$ cat config.mk
export PLATFORM = sky130hd
export DESIGN_NAME = icache
export DESIGN_NICKNAME = d
export VERILOG_FILES = /design/src/rtl/ifetch_pkg.sv /design/src/rtl/icache.sv
export VERILOG_INCLUDE_DIRS = /design/src /design/src/rtl
export SDC_FILE = /design/constraint.sdc
export NUM_CORES = 2
export LEC_CHECK = 0
export BUFFER_PORTS_ARGS = -buffer_cell sky130_fd_sc_hd__clkbuf_2
export CAP_MARGIN = 25
export CELL_PAD_IN_SITES_DETAIL_PLACEMENT = 0
export CELL_PAD_IN_SITES_GLOBAL_PLACEMENT = 1
export CORE_ASPECT_RATIO = 0.75
export CORE_MARGIN = 3
export CORE_UTILIZATION = 37
export CTS_CLUSTER_DIAMETER = 150
export DETAILED_ROUTE_END_ITERATION = 16
export PLACE_DENSITY = 0.65
export SYNTH_ARGS = -nofsm -noshare
export SYNTH_HDL_FRONTEND = slang
export SYNTH_SLANG_ARGS = --single-unit
$ cat constraint.sdc
create_clock -name clk -period 12 [get_ports clk]
set_input_delay 2.4 -clock clk [delete_from_list [all_inputs] [get_ports clk]]
set_output_delay 2.4 -clock clk [all_outputs]
set_load 0.005 [all_outputs]
$ cat src/rtl/ifetch_macros.svh
`ifndef IFETCH_MACROS_SVH
`define IFETCH_MACROS_SVH

// cache geometry
`define IC_SETS 16
`define IC_BLOCK_BYTES 16

// derived address split
`define IC_OFFSET_BITS ($clog2(`IC_BLOCK_BYTES))
`define IC_INDEX_BITS ($clog2(`IC_SETS))
`define IC_WORD_BITS ($clog2(`IC_BLOCK_BYTES / 4))

// backing memory, block addresses wrap
`define IMEM_BLOCKS 64
`define IMEM_INDEX_BITS ($clog2(`IMEM_BLOCKS))

// cycles from accepted refill to mem_ready
`define IMEM_LATENCY 4

`endif

$ cat src/rtl/ifetch_pkg.sv
`include "ifetch_macros.svh"

package ifetch_pkg;

    // byte address, always word aligned on fetch
    typedef logic [31:0] addr_t;

    typedef logic [31:0] word_t;

    // word 0 sits in the low bits
    typedef logic [`IC_BLOCK_BYTES*8-1:0] block_t;

    typedef logic [`IC_INDEX_BITS-1:0] ic_index_t;

    // address bits above index and offset
    typedef logic [31-`IC_INDEX_BITS-`IC_OFFSET_BITS:0] ic_tag_t;

    typedef enum logic [1:0] {
        IC_IDLE,
        IC_COMPARE,
        IC_REFILL,
        IC_FENCE
    } ic_state_e;

    typedef enum logic [1:0] {
        IM_IDLE,
        IM_BUSY,
        IM_DONE
    } imem_state_e;

endpackage

$ cat src/rtl/icache.sv
`timescale 1ns/100ps

`include "ifetch_macros.svh"

module icache (
    input  logic                clk,
    input  logic                rst,

    // core side
    input  logic                cpu_req,
    input  ifetch_pkg::addr_t   cpu_addr,
    input  logic                fence_i,
    output ifetch_pkg::word_t   cpu_data,
    output logic                cpu_ready,
    output logic                cpu_hit,

    // refill side
    output logic                mem_req,
    output ifetch_pkg::addr_t   mem_addr,
    input  ifetch_pkg::block_t  mem_data,
    input  logic                mem_ready
);

    ifetch_pkg::ic_state_e  state;
    ifetch_pkg::ic_state_e  next_state;

    ifetch_pkg::ic_tag_t    tag_array [`IC_SETS];
    ifetch_pkg::block_t     data_array [`IC_SETS];
    logic [`IC_SETS-1:0]    valid;

    ifetch_pkg::ic_index_t  index;
    ifetch_pkg::ic_tag_t    tag;
    logic [`IC_WORD_BITS-1:0] word_sel;
    ifetch_pkg::word_t      hit_word;
    ifetch_pkg::word_t      fill_word;
    logic                   fill_done;

    // address split
    assign index    = cpu_addr[`IC_OFFSET_BITS +: `IC_INDEX_BITS];
    assign tag      = cpu_addr[`IC_OFFSET_BITS + `IC_INDEX_BITS +: $bits(ifetch_pkg::ic_tag_t)];
    assign word_sel = cpu_addr[2 +: `IC_WORD_BITS];

    // block aligned refill address
    assign mem_addr = {cpu_addr[31:`IC_OFFSET_BITS], {`IC_OFFSET_BITS{1'b0}}};

    // word from the stored line or from the arriving block
    assign hit_word  = data_array[index][word_sel*$bits(ifetch_pkg::word_t) +:
                                         $bits(ifetch_pkg::word_t)];
    assign fill_word = mem_data[word_sel*$bits(ifetch_pkg::word_t) +:
                                $bits(ifetch_pkg::word_t)];

    assign fill_done = (state == ifetch_pkg::IC_REFILL) && mem_ready;

    // only meaningful while comparing
    assign cpu_hit = (state == ifetch_pkg::IC_COMPARE) && valid[index] &&
                     (tag_array[index] == tag);

    always_comb begin
        next_state = state;
        case (state)
            ifetch_pkg::IC_IDLE: begin
                // fence wins over a fetch
                if (fence_i) begin
                    next_state = ifetch_pkg::IC_FENCE;
                end else if (cpu_req) begin
                    next_state = ifetch_pkg::IC_COMPARE;
                end
            end
            ifetch_pkg::IC_COMPARE: begin
                if (cpu_hit) begin
                    next_state = ifetch_pkg::IC_IDLE;
                end else begin
                    next_state = ifetch_pkg::IC_REFILL;
                end
            end
            ifetch_pkg::IC_REFILL: begin
                if (mem_ready) begin
                    next_state = ifetch_pkg::IC_IDLE;
                end
            end
            ifetch_pkg::IC_FENCE: begin
                next_state = ifetch_pkg::IC_IDLE;
            end
            default: begin
                next_state = ifetch_pkg::IC_IDLE;
            end
        endcase
    end

    always_ff @(posedge clk or posedge rst) begin
        if (rst) begin
            state     <= ifetch_pkg::IC_IDLE;
            cpu_ready <= 1'b0;
            mem_req   <= 1'b0;
            valid     <= '0;
        end else begin
            state     <= next_state;
            cpu_ready <= ((state == ifetch_pkg::IC_COMPARE) && cpu_hit) ||
                         fill_done ||
                         (state == ifetch_pkg::IC_FENCE);

            // level held from miss until the block arrives
            case (state)
                ifetch_pkg::IC_COMPARE: mem_req <= !cpu_hit;
                ifetch_pkg::IC_REFILL:  mem_req <= !mem_ready;
                default:                mem_req <= 1'b0;
            endcase

            if (state == ifetch_pkg::IC_FENCE) begin
                valid <= '0;
            end else if (fill_done) begin
                valid[index] <= 1'b1;
            end
        end
    end

    // line fill
    always_ff @(posedge clk) begin
        if (fill_done) begin
            tag_array[index]  <= tag;
            data_array[index] <= mem_data;
        end
    end

    always_ff @(posedge clk) begin
        if ((state == ifetch_pkg::IC_COMPARE) && cpu_hit) begin
            cpu_data <= hit_word;
        end else if (fill_done) begin
            cpu_data <= fill_word;
        end else if (state == ifetch_pkg::IC_FENCE) begin
            // fence returns zero
            cpu_data <= '0;
        end
    end

endmodule

==> summary.md <==
| Metric | Value |
|---|---|
| Result of the run | finished with violations |
| Failing checks | slew limit |
| Die extent in y | 448 um |
| Via/cell ratio | 5.55 |
| CTS max path bufs | 4 |
| Die W | 595 um |
| P_sw | 0.00393 W |
| Highest clock rate | 0.115 GHz |
| Drt first-iter violations | 4,540 |
| CTS tree | built |
| Hold Buf Count CTS | 0 |
| Die area | 267,000 sq um |
| Vias after detailed routing | 43,792 |
| Setup repair bufs after CTS | 0 |
| H-tree depth | 5 |
| Post-Route Skew | 0.0522 ns |
| Post-synthesis sequential area ratio | 77.3% |
| Latest clock arrival within the worst-skew pair | 0.92 ns |
| Sw Ratio | 21.1% |
| Starting density of the core | 37.4% |
| IO Pins | 232 |
| Synth warn | 0 |
| Most frequent cells in the layout | edfxtp_1, mux4_2, clkbuf_16 |
| Part of the power in combinational logic | 6.1% |
| Crit Path Max Fanout | 42 |
| WP data arrival | 6.33 ns |
| Layout cell share with drive strength beyond 1 | 33.1% |
| Peak supply drop | 0.151 mV |
| Clk slew on worst S/H paths | 0.06 ns |
| Final setup fails | 0 |
| Nets | 4,447 |
| WL final | 240,000 um |
| Sequential Area | 74,500 sq um |
| Worst setup path class | primary input to primary output |
| Fin util | 42.6% |
| Port bufs | 225 |
| Period utilisation layout | 72.8% |
| Internal | 0.0147 W |
| Multi-input gate area | 20,800 sq um |
| Syn avg cell area | 24.5 sq um |
| Max-cap violation count | 0 |
| Avg WL per Cell | 30.5 um |
| GP Congestion | 0.732 |
| Ys async rst share | 0.805% |
| Most common cell after layout, fill and taps aside | edfxtp_1 |
| Critical Path Start Type | primary input |
| Post-Syn Instances | 3,932 |
| Vias in the first global route | 44,742 |
| Tightest Pin Transition | 1.93 ns |
| Leak Pwr | 34.3 nW |
| CTS Buf Count | 274 |
| CTS resizes | 0 |
| Root Buffer | clkbuf_16 |
| Area growth syn-to-layout | 13.9% |
| Number of remaining DRC errors | 0 |
| Site row count | 161 |
| HPWL Detailed | 126,000 um |
| Most used DFF post-synth | edfxtp_1 |
| Fillers | 21,778 |
| Number of library cell types mapped by synthesis | 63 |
| Worst Path Required | 9.60 ns |
| FF+latch count, synth | 2,484 |
| Syn Std Cell Area | 96,400 sq um |
| First-pass GRT wire length | 343,000 um |
| Sink Count | 2,484 |
| DRT Pass-1 Iters | 7 |
| Fin. Hold Viols | 0 |
| Total Routing Usage GR | 18.0% |
| Number of flops mapped to enable cells by yosys | 2,464 |
| Clk pwr share | 41.4% |
| Setup TNS | 0 ns |
| Reg power frac | 52.5% |
| Slew HR | -28.5% |
| RSZ-0062 raised after global routing | no |
| Hold Path Class | register to register |
| Initial antenna violation count | 59 |
| GRT overflow | 0 |
| Period minus WS final | 8.73 ns |
| CP endpoint kind | primary output |
| Post-route ant nets | 0 |
| Core area | 258,000 sq um |
| Max-slew violation count | 75 |
| Largest net degree at the start of global routing | 151 |
| PD cells | 170 nW/um^2 |
## routing by layer
metal	routed length (um)	vias up	global-route usage, %
li1	-	17733	-
met4	4110	34	4.02
met1	103000	24182	25.4
met5	211	-	0
met3	18300	330	4.20
met2	115000	1513	28.6
## cells in the mapped netlist (all sizes together), types with 14 or more instances
master / number / area share [%]
nand2: 23 / 0.090
nor3: 14 / 0.073
and2: 37 / 0.24
nand3: 15 / 0.078
mux4: 783 / 18
edfxtp: 2464 / 77
buf: 148 / 0.85
clkbuf: 89 / 0.35
inv: 19 / 0.074
mux2i: 63 / 0.65
a22oi: 17 / 0.13
mux2: 34 / 0.51
nor2: 68 / 0.26
dfrtp: 20 / 0.52
## worst paths after layout
kind                                       from           to  slack, ns  cells after the start
max in group asynchronous                   rst    cpu_ready       9.88                      2
worst max-delay path                cpu_addr[7]      cpu_hit       3.27                     11
worst min register to register         valid[3]     valid[3]       0.49                      2
worst min-delay path                   valid[3]     valid[3]       0.49                      2
worst max register to register  tag_array[1][7]  cpu_data[9]       7.28                     10
min in group asynchronous                   rst     valid[0]       1.60                      2
## worst max-delay path, stage by stage
cell	delay, ns
buf_4	0.42
buf_4	0.66
nand2_1	0.66
o22ai_1	0.43
a211oi_1	0.10
xnor2_1	0.30
nand4_1	0.15
nor4bb_1	0.45
nand3b_1	0.12
nor3_1	0.37
clkbuf_2	0.19
## area by class of cell
type	count	share of cell area, %
sequential	2484	67.8
multi-input combinational	1195	19.0
tap	3423	3.90
inverter	19	0.0718
antenna	16	0.0364
timing repair buffer	303	1.87
clock inverter	114	0.800
clock buffer	333	6.56
## sequential cells by signal (all words and copies together), names as in the netlist
| signal | flops |
|---|---|
| tag_array | 384 |
| cpu_data | 32 |
| valid | 16 |
| state | 2 |
| cpu_ready | 1 |
| mem_req | 1 |
| data_array | 2048 |
## power groups by stage
stage	logic (W)	clock network [W]	registers (W)
2_1_floorplan	0.000639	0	0.00996
3_3_place_gp	0.00113	0	0.00996
3_5_place_dp	0.00114	0	0.00996
4_1_cts	0.00115	0.00789	0.00978
5_1_grt	0.00121	0.00824	0.00979
6_report	0.00113	0.00772	0.00978
## per-stage QoR
stage / cells / setup slack [ns] / hold slack, ns / area, sq um / power [W]
after global placement: 7419 / 3.23 / 0.474 / 102000 / 0.0111
after floorplan: 3935 / 0.671 / 0.461 / 96400 / 0.0106
after global routing: 7873 / 3.00 / 0.512 / 110000 / 0.0192
final: 7887 / 3.27 / 0.491 / 110000 / 0.0186
after CTS: 7868 / 3.21 / 0.497 / 110000 / 0.0188
after detailed placement: 7421 / 3.21 / 0.484 / 102000 / 0.0111
## cells by family (layout without fill, tap and decap cells)
group                      count (synthesis)  count (layout)  synth area share (%)
adders and majority gates                  5               5                0.0649
xor gates and xnor gates                  12              12                 0.109
and+or+nand+nor                          208             208                  1.14
other                                      1              20               0.00389
AOI/OAI and AO/OA                         86              86                 0.648
muxes                                    880             880                  19.5
buffers and inverters                    256             769                  1.27
DFF                                     2484            2484                  77.3
No activity file was read; power rests on OpenSTA's default activity.
